### config.mk
export PLATFORM = sky130hd
export DESIGN_NAME = fetch_top
export DESIGN_NICKNAME = d
export VERILOG_FILES = /design/src/fetch_pkg.sv /design/src/fetch_stream_if.sv /design/src/compressed_decoder.sv /design/src/fetch_top.sv /design/src/if_stage.sv /design/src/prefetch_buffer.sv
export VERILOG_INCLUDE_DIRS = /design/src /design/src/src
export SDC_FILE = /design/constraint.sdc
export NUM_CORES = 1
export LEC_CHECK = 0
export BUFFER_PORTS_ARGS = -buffer_cell sky130_fd_sc_hd__buf_2
export CAP_MARGIN = 10
export CORE_ASPECT_RATIO = 0.7
export CORE_MARGIN = 10
export CORE_UTILIZATION = 45
export DETAILED_ROUTE_END_ITERATION = 6
export PLACE_DENSITY = 0.68
export SYNTH_ARGS = -nofsm -noshare
export SYNTH_HDL_FRONTEND = slang
export SYNTH_HIERARCHICAL = 1
export SYNTH_SLANG_ARGS = --single-unit
### constraint.sdc
create_clock -name clk -period 7.5 [get_ports clk]
set_clock_uncertainty 0.05 [all_clocks]
set_input_delay 0.375 -clock clk [delete_from_list [all_inputs] [get_ports clk]]
set_output_delay 0.375 -clock clk [all_outputs]
set_load 0.02 [all_outputs]
### src/fetch_defines.svh
////////////////////////////////////////////////////////////////////////////
// fetch defines
// sizing of the prefetch FIFO, the bus request limit and boot alignment
////////////////////////////////////////////////////////////////////////////

`ifndef FETCH_DEFINES_SVH
`define FETCH_DEFINES_SVH

// entries in the prefetch FIFO, power of two
`define FETCH_FIFO_DEPTH 4

// bus requests allowed in flight at once
`define FETCH_MAX_OUTSTANDING 2

// low boot address bits forced to zero
`define FETCH_BOOT_ALIGN 2

`endif

### src/fetch_pkg.sv
////////////////////////////////////////////////////////////////////////////
// fetch package
// address, instruction and selector types of the fetch subsystem
////////////////////////////////////////////////////////////////////////////

package fetch_pkg;

  typedef logic [31:0] addr_t;       // byte address
  typedef logic [31:0] instr_t;      // raw or expanded instruction word
  typedef logic [23:0] trap_base_t;  // mtvec bits 31:8
  typedef logic [4:0]  cause_t;      // irq cause, selects vector slot

  // next pc source
  typedef enum logic [2:0] {
    PC_BOOT      = 3'b000,
    PC_FENCEI    = 3'b001,
    PC_JUMP      = 3'b010,  // target from ID
    PC_BRANCH    = 3'b011,  // target from EX
    PC_EXCEPTION = 3'b100,
    PC_MRET      = 3'b101
  } pc_mux_e;

  // trap vector flavour
  typedef enum logic {
    EXC_PC_EXCEPTION = 1'b0,  // all exceptions at the base
    EXC_PC_IRQ       = 1'b1   // interrupts vectored by cause
  } exc_pc_mux_e;

  // IF stage FSM
  typedef enum logic {
    IF_IDLE = 1'b0,
    IF_WAIT = 1'b1
  } if_fsm_e;

endpackage

### src/fetch_stream_if.sv
////////////////////////////////////////////////////////////////////////////
// fetch stream
// fetched words from the prefetch buffer to the IF stage, branch back
////////////////////////////////////////////////////////////////////////////

`timescale 1ns/1ps

interface fetch_stream_if;

  logic             branch;       // one cycle flush and restart
  fetch_pkg::addr_t branch_addr;  // restart address
  logic             valid;        // head word present
  logic             ready;        // stage takes the head word
  fetch_pkg::instr_t rdata;       // head word
  fetch_pkg::addr_t addr;         // address of head word

  modport stage (
    output branch, branch_addr, ready,
    input  valid, rdata, addr
  );

  modport buffer (
    input  branch, branch_addr, ready,
    output valid, rdata, addr
  );

endinterface

### src/compressed_decoder.sv
////////////////////////////////////////////////////////////////////////////
// compressed decoder
// expands c.addi, c.li, c.lw, c.sw, c.j, c.mv and c.add to RV32I words
////////////////////////////////////////////////////////////////////////////

`timescale 1ns/1ps

module compressed_decoder (
  input  fetch_pkg::instr_t instr_i,
  output fetch_pkg::instr_t instr_o,
  output logic              is_compressed_o,
  output logic              illegal_instr_o
);

  // quadrants 0..2 are 16 bit, quadrant 3 is a full word
  assign is_compressed_o = (instr_i[1:0] != 2'b11);

  always_comb begin
    illegal_instr_o = 1'b0;
    instr_o         = instr_i;  // raw word unless expanded below

    unique case (instr_i[1:0])
      // quadrant 0, loads and stores on x8..x15
      2'b00: begin
        case (instr_i[15:13])
          3'b010: begin  // c.lw -> lw rd', uimm(rs1')
            instr_o = {5'b0, instr_i[5], instr_i[12:10], instr_i[6], 2'b00,
                       2'b01, instr_i[9:7], 3'b010, 2'b01, instr_i[4:2], 7'b0000011};
          end
          3'b110: begin  // c.sw -> sw rs2', uimm(rs1')
            instr_o = {5'b0, instr_i[5], instr_i[12], 2'b01, instr_i[4:2],
                       2'b01, instr_i[9:7], 3'b010, instr_i[11:10], instr_i[6],
                       2'b00, 7'b0100011};
          end
          default: illegal_instr_o = 1'b1;
        endcase
      end

      // quadrant 1, immediates and jumps
      2'b01: begin
        case (instr_i[15:13])
          3'b000: begin  // c.addi, c.nop when rd is x0
            instr_o = {{6{instr_i[12]}}, instr_i[12], instr_i[6:2], instr_i[11:7],
                       3'b000, instr_i[11:7], 7'b0010011};
          end
          3'b010: begin  // c.li -> addi rd, x0, imm
            instr_o = {{6{instr_i[12]}}, instr_i[12], instr_i[6:2], 5'b0,
                       3'b000, instr_i[11:7], 7'b0010011};
          end
          3'b101: begin
            // c.j -> jal x0, offset; bits land in jal order 20, 10:1, 11, 19:12
            instr_o = {instr_i[12], instr_i[8], instr_i[10:9], instr_i[6], instr_i[7],
                       instr_i[2], instr_i[11], instr_i[5:3], {9{instr_i[12]}},
                       5'b0, 7'b1101111};
          end
          default: illegal_instr_o = 1'b1;
        endcase
      end

      // quadrant 2, register moves; rs2 of x0 would be c.jr or c.jalr
      2'b10: begin
        if (instr_i[15:13] == 3'b100 && instr_i[6:2] != 5'b0) begin
          if (instr_i[12]) begin  // c.add -> add rd, rd, rs2
            instr_o = {7'b0, instr_i[6:2], instr_i[11:7], 3'b000,
                       instr_i[11:7], 7'b0110011};
          end else begin          // c.mv -> add rd, x0, rs2
            instr_o = {7'b0, instr_i[6:2], 5'b0, 3'b000,
                       instr_i[11:7], 7'b0110011};
          end
        end else begin
          illegal_instr_o = 1'b1;
        end
      end

      default: ;  // 32 bit word passes through
    endcase
  end

endmodule

### src/fetch_top.sv
////////////////////////////////////////////////////////////////////////////
// fetch top
// prefetch buffer and IF stage joined by the fetch stream
////////////////////////////////////////////////////////////////////////////

`timescale 1ns/1ps

module fetch_top (
  input  logic                   clk,
  input  logic                   rst_n,
  input  logic                   req_i,
  // instruction bus
  output logic                   instr_req_o,
  output fetch_pkg::addr_t       instr_addr_o,
  input  logic                   instr_gnt_i,
  input  logic                   instr_rvalid_i,
  input  fetch_pkg::instr_t      instr_rdata_i,
  // pc control from ID, EX and the CSR file
  input  logic                   pc_set_i,
  input  fetch_pkg::pc_mux_e     pc_mux_i,
  input  fetch_pkg::exc_pc_mux_e exc_pc_mux_i,
  input  fetch_pkg::trap_base_t  trap_base_i,
  input  fetch_pkg::cause_t      exc_cause_i,
  input  fetch_pkg::addr_t       boot_addr_i,
  input  fetch_pkg::addr_t       jump_target_id_i,
  input  fetch_pkg::addr_t       jump_target_ex_i,
  input  fetch_pkg::addr_t       mepc_i,
  // pipeline control
  input  logic                   halt_if_i,
  input  logic                   id_ready_i,
  input  logic                   clear_instr_valid_i,
  // to ID
  output logic                   instr_valid_id_o,
  output fetch_pkg::instr_t      instr_rdata_id_o,
  output logic                   is_compressed_id_o,
  output logic                   illegal_c_insn_id_o,
  output fetch_pkg::addr_t       pc_if_o,
  output fetch_pkg::addr_t       pc_id_o,
  output logic                   csr_mtvec_init_o,
  output logic                   perf_imiss_o,
  output logic                   if_busy_o
);

  fetch_stream_if stream_if ();

  prefetch_buffer prefetch_buffer_inst (
    .clk            (clk),
    .rst_n          (rst_n),
    .req_i          (req_i),
    .busy_o         (if_busy_o),
    .instr_req_o    (instr_req_o),
    .instr_addr_o   (instr_addr_o),
    .instr_gnt_i    (instr_gnt_i),
    .instr_rvalid_i (instr_rvalid_i),
    .instr_rdata_i  (instr_rdata_i),
    .stream         (stream_if.buffer)
  );

  if_stage if_stage_inst (
    .clk                 (clk),
    .rst_n               (rst_n),
    .req_i               (req_i),
    .pc_set_i            (pc_set_i),
    .pc_mux_i            (pc_mux_i),
    .exc_pc_mux_i        (exc_pc_mux_i),
    .trap_base_i         (trap_base_i),
    .exc_cause_i         (exc_cause_i),
    .boot_addr_i         (boot_addr_i),
    .jump_target_id_i    (jump_target_id_i),
    .jump_target_ex_i    (jump_target_ex_i),
    .mepc_i              (mepc_i),
    .halt_if_i           (halt_if_i),
    .id_ready_i          (id_ready_i),
    .clear_instr_valid_i (clear_instr_valid_i),
    .stream              (stream_if.stage),
    .instr_valid_id_o    (instr_valid_id_o),
    .instr_rdata_id_o    (instr_rdata_id_o),
    .is_compressed_id_o  (is_compressed_id_o),
    .illegal_c_insn_id_o (illegal_c_insn_id_o),
    .pc_if_o             (pc_if_o),
    .pc_id_o             (pc_id_o),
    .csr_mtvec_init_o    (csr_mtvec_init_o),
    .perf_imiss_o        (perf_imiss_o)
  );

endmodule

### src/if_stage.sv
////////////////////////////////////////////////////////////////////////////
// IF stage
// next pc selection, fetch FSM, compressed expansion and the IF/ID register
////////////////////////////////////////////////////////////////////////////

`timescale 1ns/1ps
`include "fetch_defines.svh"

module if_stage (
  input  logic                   clk,
  input  logic                   rst_n,
  input  logic                   req_i,
  input  logic                   pc_set_i,
  input  fetch_pkg::pc_mux_e     pc_mux_i,
  input  fetch_pkg::exc_pc_mux_e exc_pc_mux_i,
  input  fetch_pkg::trap_base_t  trap_base_i,
  input  fetch_pkg::cause_t      exc_cause_i,
  input  fetch_pkg::addr_t       boot_addr_i,
  input  fetch_pkg::addr_t       jump_target_id_i,
  input  fetch_pkg::addr_t       jump_target_ex_i,
  input  fetch_pkg::addr_t       mepc_i,
  input  logic                   halt_if_i,
  input  logic                   id_ready_i,
  input  logic                   clear_instr_valid_i,
  fetch_stream_if.stage          stream,
  output logic                   instr_valid_id_o,
  output fetch_pkg::instr_t      instr_rdata_id_o,
  output logic                   is_compressed_id_o,
  output logic                   illegal_c_insn_id_o,
  output fetch_pkg::addr_t       pc_if_o,
  output fetch_pkg::addr_t       pc_id_o,
  output logic                   csr_mtvec_init_o,
  output logic                   perf_imiss_o
);

  fetch_pkg::if_fsm_e state_q, state_n;
  fetch_pkg::addr_t   exc_pc, fetch_addr_n;
  fetch_pkg::instr_t  instr_exp;
  logic               branch_req, valid, if_valid;
  logic               is_comp, illegal_c;

  ////////////////////////////////////////////////////////////////////////////
  // next pc
  ////////////////////////////////////////////////////////////////////////////

  always_comb begin
    unique case (exc_pc_mux_i)
      fetch_pkg::EXC_PC_IRQ: exc_pc = {trap_base_i, 1'b0, exc_cause_i, 2'b00};  // vectored
      default:               exc_pc = {trap_base_i, 8'h00};
    endcase
  end

  always_comb begin
    unique case (pc_mux_i)
      fetch_pkg::PC_JUMP:      fetch_addr_n = jump_target_id_i;
      fetch_pkg::PC_BRANCH:    fetch_addr_n = jump_target_ex_i;
      fetch_pkg::PC_EXCEPTION: fetch_addr_n = exc_pc;
      fetch_pkg::PC_MRET:      fetch_addr_n = mepc_i;
      fetch_pkg::PC_FENCEI:    fetch_addr_n = pc_id_o + 32'd4;  // refetch after ID instr
      default: begin  // boot, and unused encodings
        fetch_addr_n = {boot_addr_i[31:`FETCH_BOOT_ALIGN], {`FETCH_BOOT_ALIGN{1'b0}}};
      end
    endcase
  end

  // CSR file loads mtvec on boot
  assign csr_mtvec_init_o = pc_set_i & (pc_mux_i == fetch_pkg::PC_BOOT);

  ////////////////////////////////////////////////////////////////////////////
  // fetch FSM
  ////////////////////////////////////////////////////////////////////////////

  always_comb begin
    state_n    = state_q;
    branch_req = 1'b0;
    valid      = 1'b0;
    unique case (state_q)
      fetch_pkg::IF_IDLE: begin
        if (req_i) begin  // first fetch after enable
          branch_req = 1'b1;
          state_n    = fetch_pkg::IF_WAIT;
        end
      end
      fetch_pkg::IF_WAIT: valid = stream.valid;
    endcase
    // a new pc kills the head word and restarts the buffer
    if (pc_set_i) begin
      valid      = 1'b0;
      branch_req = 1'b1;
      state_n    = fetch_pkg::IF_WAIT;
    end
  end

  always_ff @(posedge clk or negedge rst_n) begin
    if (!rst_n) begin
      state_q <= fetch_pkg::IF_IDLE;
    end else begin
      state_q <= state_n;
    end
  end

  assign if_valid = valid & id_ready_i & ~halt_if_i;  // handoff to ID

  assign stream.branch      = branch_req;
  assign stream.branch_addr = fetch_addr_n;
  assign stream.ready       = if_valid;

  assign pc_if_o      = stream.addr;
  assign perf_imiss_o = ~stream.valid | branch_req;

  compressed_decoder compressed_decoder_inst (
    .instr_i         (stream.rdata),
    .instr_o         (instr_exp),
    .is_compressed_o (is_comp),
    .illegal_instr_o (illegal_c)
  );

  ////////////////////////////////////////////////////////////////////////////
  // IF/ID register, frozen while ID stalls
  ////////////////////////////////////////////////////////////////////////////

  always_ff @(posedge clk or negedge rst_n) begin
    if (!rst_n) begin
      instr_valid_id_o <= 1'b0;
    end else if (if_valid) begin
      instr_valid_id_o <= 1'b1;
    end else if (clear_instr_valid_i) begin
      instr_valid_id_o <= 1'b0;
    end
  end

  always_ff @(posedge clk) begin
    if (if_valid) begin
      instr_rdata_id_o    <= instr_exp;
      is_compressed_id_o  <= is_comp;
      illegal_c_insn_id_o <= illegal_c;
      pc_id_o             <= pc_if_o;
    end
  end

endmodule

### src/prefetch_buffer.sv
////////////////////////////////////////////////////////////////////////////
// prefetch buffer
// issues word requests on the instruction bus, drops the responses of a
// flushed stream and queues live words with their address in a FIFO
////////////////////////////////////////////////////////////////////////////

`timescale 1ns/1ps
`include "fetch_defines.svh"

module prefetch_buffer (
  input  logic              clk,
  input  logic              rst_n,
  input  logic              req_i,           // fetching enabled
  output logic              busy_o,          // requests in flight
  output logic              instr_req_o,
  output fetch_pkg::addr_t  instr_addr_o,
  input  logic              instr_gnt_i,
  input  logic              instr_rvalid_i,
  input  fetch_pkg::instr_t instr_rdata_i,
  fetch_stream_if.buffer    stream
);

  localparam int OW = $clog2(`FETCH_MAX_OUTSTANDING + 1);
  localparam int PW = $clog2(`FETCH_FIFO_DEPTH);
  localparam int CW = $clog2(`FETCH_FIFO_DEPTH + 1);

  logic             req_q, req_n;
  fetch_pkg::addr_t addr_q, addr_n;    // address on the bus
  fetch_pkg::addr_t next_q, next_n;    // address of the next new request
  fetch_pkg::addr_t issue_addr;
  fetch_pkg::addr_t rsp_addr_q;        // address of the next live response
  logic             stale_q, stale_n;  // pending request predates a branch
  logic [OW-1:0]    out_q, out_n;      // accepted, awaiting rvalid
  logic [OW-1:0]    drop_q, drop_n;    // of those, owned by a flushed stream
  logic             accept, drop_rsp, push, pop, room;

  fetch_pkg::instr_t fifo_data [`FETCH_FIFO_DEPTH];
  fetch_pkg::addr_t  fifo_addr [`FETCH_FIFO_DEPTH];
  logic [PW-1:0]     wr_ptr_q, rd_ptr_q;
  logic [CW-1:0]     cnt_q, cnt_n;

  assign accept   = req_q & instr_gnt_i;
  assign drop_rsp = instr_rvalid_i & (drop_q != '0);      // oldest responses go first
  assign push     = instr_rvalid_i & ~drop_rsp & ~stream.branch;
  assign pop      = stream.valid & stream.ready & ~stream.branch;

  assign out_n = out_q + OW'(accept) - OW'(instr_rvalid_i);
  assign cnt_n = stream.branch ? '0 : cnt_q + CW'(push) - CW'(pop);

  // a branch turns everything in flight into responses to drop
  assign drop_n = stream.branch ? out_n
                                : drop_q - OW'(drop_rsp) + OW'(accept & stale_q);
  assign stale_n = (stale_q | stream.branch) & req_q & ~instr_gnt_i;

  // bus limit, and every live word must find a free FIFO entry
  assign room = (int'(out_n) < `FETCH_MAX_OUTSTANDING) &&
                (int'(cnt_n) + int'(out_n - drop_n) < `FETCH_FIFO_DEPTH);

  assign issue_addr = stream.branch ? stream.branch_addr : next_q;

  ////////////////////////////////////////////////////////////////////////////
  // request issue
  ////////////////////////////////////////////////////////////////////////////

  always_comb begin
    req_n  = req_q;
    addr_n = addr_q;
    next_n = issue_addr;
    if (!(req_q && !instr_gnt_i)) begin  // address must hold until granted
      req_n  = req_i & room;
      addr_n = issue_addr;
      if (req_n) begin
        next_n = issue_addr + 32'd4;
      end
    end
  end

  always_ff @(posedge clk or negedge rst_n) begin
    if (!rst_n) begin
      req_q      <= 1'b0;
      addr_q     <= '0;
      next_q     <= '0;
      rsp_addr_q <= '0;
      stale_q    <= 1'b0;
      out_q      <= '0;
      drop_q     <= '0;
      wr_ptr_q   <= '0;
      rd_ptr_q   <= '0;
      cnt_q      <= '0;
    end else begin
      req_q   <= req_n;
      addr_q  <= addr_n;
      next_q  <= next_n;
      stale_q <= stale_n;
      out_q   <= out_n;
      drop_q  <= drop_n;
      cnt_q   <= cnt_n;
      if (stream.branch) begin  // flush
        rsp_addr_q <= stream.branch_addr;
        wr_ptr_q   <= '0;
        rd_ptr_q   <= '0;
      end else begin
        if (push) begin
          rsp_addr_q <= rsp_addr_q + 32'd4;
          wr_ptr_q   <= wr_ptr_q + PW'(1);
        end
        if (pop) begin
          rd_ptr_q <= rd_ptr_q + PW'(1);
        end
      end
    end
  end

  // FIFO storage
  always_ff @(posedge clk) begin
    if (push) begin
      fifo_data[wr_ptr_q] <= instr_rdata_i;
      fifo_addr[wr_ptr_q] <= rsp_addr_q;
    end
  end

  assign stream.valid = (cnt_q != '0);
  assign stream.rdata = fifo_data[rd_ptr_q];
  assign stream.addr  = fifo_addr[rd_ptr_q];

  assign instr_req_o  = req_q;
  assign instr_addr_o = addr_q;
  assign busy_o       = (out_q != '0);

endmodule

==> Flow_metrics.wiki <==
{| class="wikitable"
! Metric !! Value
|-
| Count of clock tree sinks || 433
|-
| Final Critical Period || 4.83 ns
|-
| Remaining antenna violation count || 0
|-
| Worst-path maximum fanout || 8
|-
| Share of total power in sequential cells || 47.5%
|-
| Final instance area || ~24000 µm²
|-
| Post-synthesis cell area || slightly above 20000 µm²
|-
| Number of global-route vias before repair || between 10000 and 15000
|-
| Slew at the pin closest to its max-slew limit || around 1.1 ns
|-
| Int Pwr || between 4 and 5 mW
|-
| Post-synth EDFFs || 322
|-
| Finished Core Util || a little over half
|-
| Worst-case hold path end point || prefetch_buffer_inst/fifo_data[0][22]
|-
| Worst slew margin || about 30%
|-
| Power share of the clock group || roughly a third
|-
| Full die area || about 55000 µm²
|-
| DP Area || 22600 µm²
|-
| CTS tree || built
|-
| Total area of multi-input combinational cells || 7420 µm²
|-
| Global-route wire length before repair || 89500 µm
|-
| Number of synthesized register bits || 433
|-
| Per-cell via count in the routed design || around 5.8
|-
| Main flop type after synthesis || sky130_fd_sc_hd__edfxtp_1
|-
| Die X || 276 µm
|-
| Reg area || roughly 12000 µm²
|-
| Htree depth || 2
|-
| Maximum number of pins on one net before global-route repair || between 80 and 90
|-
| Hold path startpoint || instr_rdata_i[22]
|-
| Library cells used by synthesis || 98
|-
| Cell type contributing the most total cell area after synthesis || sky130_fd_sc_hd__edfxtp_1
|-
| Number of top-level design ports || between 300 and 400
|-
| Cells taking the most area after synthesis || sky130_fd_sc_hd__edfxtp_1 47%, sky130_fd_sc_hd__dfrtp_1 13%, sky130_fd_sc_hd__mux4_2 7.0%, sky130_fd_sc_hd__nand2_1 2.2%, sky130_fd_sc_hd__nor2_1 2.1%
|-
| Final Wtd Congestion || 0.923
|-
| DRC violation count after routing || 0
|-
| Die Height || about 200 µm
|-
| Switching power of the nets || approximately 1.8 mW
|-
| Net count after synthesis || about 1800
|-
| Fraction of power spent switching nets || about 29%
|-
| Post-Route Hold Slack || about 0.027 ns
|-
| Routed length per instance || ~24 µm
|-
| Setup total negative slack || 0 ns
|-
| Clock transition time at the flip-flop clock pins of the worst setup and hold paths || roughly 0.070 ns
|-
| Deepest clock path buffer count || 3
|-
| Areal power density over the cells || around 260 nW/µm²
|-
| IR Drop Worst-Case VDD || between 200 and 300 µV
|-
| Total power || around 6.2 mW
|-
| Period Utilization, post-route || approximately 64%
|-
| Top cell type's share of synthesized area || 46.8%
|-
| Inserted Clock Buffers || 43
|-
| Count of instances resized after the clock tree is built || 0
|-
| Cell with the most instances after synthesis || sky130_fd_sc_hd__edfxtp_1
|-
| Starting density of the core || 45.7%
|-
| Initial antenna violation count || 3
|-
| Required time reported for the critical path endpoint || 7.88 ns
|-
| Layout cells sized above 1 || between 20% and 30%
|-
| Number of rows in the core area || 65
|-
| Critical path start-end classification || reg2reg
|-
| Data arrival time of the worst path || around 5.2 ns
|-
| Floorplan Core Area || ~45000 µm²
|-
| Final setup viols || 0
|-
| Post-route insts no fill || ~2500
|-
| Mapped Avg Cell Area || approximately 13 µm²
|-
| Final global-route overflow total || 0
|-
| Number of hold violations in the final report || 0
|-
| Run status || finished, final reports clean
|-
| Number of iterations in the first detailed-routing pass || 5
|-
| Achievable frequency || 0.207 GHz
|-
| Cell depth of the worst flop-to-flop path || 19
|-
| Number of nets in the finished design || between 2000 and 2500
|-
| Port Buf Inserts || between 300 and 400
|-
| Fillers || approximately 3900
|-
| Overall fraction of global-route tracks in use || 21.0%
|-
| Number of max-capacitance violations reported || 0
|-
| Portion of the post-synthesis area used by sequential elements || between 60% and 70%
|-
| Detailed placer's ending HPWL || about 44000 µm
|-
| Buffer cell driving the clock tree root || sky130_fd_sc_hd__clkbuf_16
|-
| Post-placement setup slack || 2.52 ns
|-
| Vias || roughly 15000
|-
| Relative area change from synthesis to final layout || 17.5%
|-
| Post-CTS setup buffer count || 0
|-
| CP Capture Type || flop
|-
| Leakage power || between 9 and 10 nW
|-
| Setup repair after global routing missed its margin || false
|-
| Most used standard cells in the synthesized netlist || 322 x sky130_fd_sc_hd__edfxtp_1, 122 x sky130_fd_sc_hd__nand2_1, 117 x sky130_fd_sc_hd__nor2_1
|-
| Fraction of power consumed by combinational cells || just under 20%
|-
| Cell count of the worst hold path || 1
|-
| Count of routing violations after the opening detailed-route iteration || approximately 1600
|-
| Type of the most critical hold path || in2reg
|-
| Wirelength, routed || roughly 60000 µm
|-
| Slack of the worst reg-to-reg path || around 2.7 ns
|-
| Synth Instances || 1578
|-
| Startpoint of the worst-slack reg-to-reg timing path || prefetch_buffer_inst/cnt_q[1]
|-
| Setup crit start kind || flop
|-
| Total of warnings raised by yosys || 6
|-
| Number of placed instances, taps included || ~2400
|-
| Crit Reg-Reg Endpoint || prefetch_buffer_inst/next_q[31]
|-
| Final slew viol count || 0
|-
| Post-layout worst setup margin || ~2.7 ns
|-
| Async S/R FF share, synth || around a quarter
|-
| Clk Latency, worst-skew pair || 0.56 ns
|}
## logic make-up after synthesis
logic type                 share of synthesized area [%]
AOI/OAI and AO/OA                                   9.56
xor gates and xnor gates                            4.11
adders and majority gates                           1.22
buffers and inverters                               4.02
DFF                                                 60.2
muxes                                               9.82
and+or+nand+nor                                     11.1
## cell usage in the layout, fill, tap and decap left out, drive strengths merged, types with 18 or more instances in the layout
cell and count:
buf 353, edfxtp 322, nand2 123, nor2 118
dfrtp 111, o21ai 92, a21oi 80, mux4 64
clkbuf 51, xor2 49, xnor2 48, inv 45
nand3 43, mux2i 42, dlygate4sd3 35, nand4 29
o22ai 22, clkinv 20, nor4 18
## area by class of cell
class | count | share of cell area [%]
clock buffers | 51 | 4.81
inverters | 46 | 0.721
repair buffers | 388 | 8.92
diodes | 1 | 0.0103
clock inverters | 24 | 0.680
flip-flops and latches | 433 | 51.2
multi-input cells | 984 | 30.5
well taps | 603 | 3.10
## worst max-delay path: stages (launching register included)
cell and delay, ns:
sky130_fd_sc_hd__dfrtp_1 0.42, sky130_fd_sc_hd__or3_1 0.46, sky130_fd_sc_hd__nand4b_1 0.20, sky130_fd_sc_hd__nor2_4 0.06, sky130_fd_sc_hd__nand2_1 0.10, sky130_fd_sc_hd__nor2_1 0.05, sky130_fd_sc_hd__ha_1 0.29, sky130_fd_sc_hd__inv_1 0.05
sky130_fd_sc_hd__ha_1 0.13, sky130_fd_sc_hd__inv_1 0.05, sky130_fd_sc_hd__fa_1 0.37, sky130_fd_sc_hd__xnor2_1 0.13, sky130_fd_sc_hd__or2_2 0.29, sky130_fd_sc_hd__ha_1 0.31, sky130_fd_sc_hd__inv_1 0.06, sky130_fd_sc_hd__o31a_2 0.38
sky130_fd_sc_hd__a21o_1 0.36, sky130_fd_sc_hd__nor4b_4 0.55, sky130_fd_sc_hd__nand4_1 0.19, sky130_fd_sc_hd__xor2_1 0.21
## how the worst max path moves through the flow
stage | start | to | slack, ns | cells past startpoint
floorplan | prefetch_buffer_inst/cnt_q[1] | prefetch_buffer_inst/next_q[27] | 0.44 | 19
global placement | pc_mux_i[0] | prefetch_buffer_inst/next_q[31] | 2.59 | 11
detailed placement | pc_mux_i[0] | prefetch_buffer_inst/next_q[31] | 2.52 | 11
CTS | prefetch_buffer_inst/cnt_q[1] | prefetch_buffer_inst/next_q[31] | 2.71 | 19
global route | prefetch_buffer_inst/cnt_q[1] | prefetch_buffer_inst/next_q[31] | 2.42 | 19
finish | prefetch_buffer_inst/cnt_q[1] | prefetch_buffer_inst/next_q[31] | 2.67 | 19
## registers in the layout, indices dropped and copies added, names as in the netlist, 3 cells and up
name,count
if_stage_inst/instr_rdata_id_o,32
if_stage_inst/pc_id_o,32
prefetch_buffer_inst/cnt_q,3
prefetch_buffer_inst/fifo_addr,128
prefetch_buffer_inst/fifo_data,128
prefetch_buffer_inst/instr_addr_o,32
prefetch_buffer_inst/next_q,32
prefetch_buffer_inst/rsp_addr_q,32
## timing repair
action | 4_1_cts | 5_1_grt
endpoints found under the hold margin | 169 | 0
hold buffers | 35 | 0
setup endpoints to repair | 0 | 0
## power groups by stage
stage | registers (mW) | clock network (mW) | logic (mW)
2_1_floorplan | 3.04 | 0 | 0.723
3_3_place_gp | 2.98 | 0 | 1.17
3_5_place_dp | 3.00 | 0 | 1.18
4_1_cts | 2.95 | 2.10 | 1.21
5_1_grt | 2.97 | 2.20 | 1.31
6_report | 2.95 | 2.05 | 1.21
## routing by layer
| metal | track usage, % | wire length [µm] | vias up |
|---|---|---|---|
| li1 | - | - | 6576 |
| met4 | 3.78 | 898 | 0 |
| met2 | 31.7 | 27700 | 543 |
| met5 | 0 | 0 | - |
| met1 | 31.6 | 27500 | 7429 |
| met3 | 3.54 | 4370 | 64 |
No activity file was read; power rests on OpenSTA's default activity.
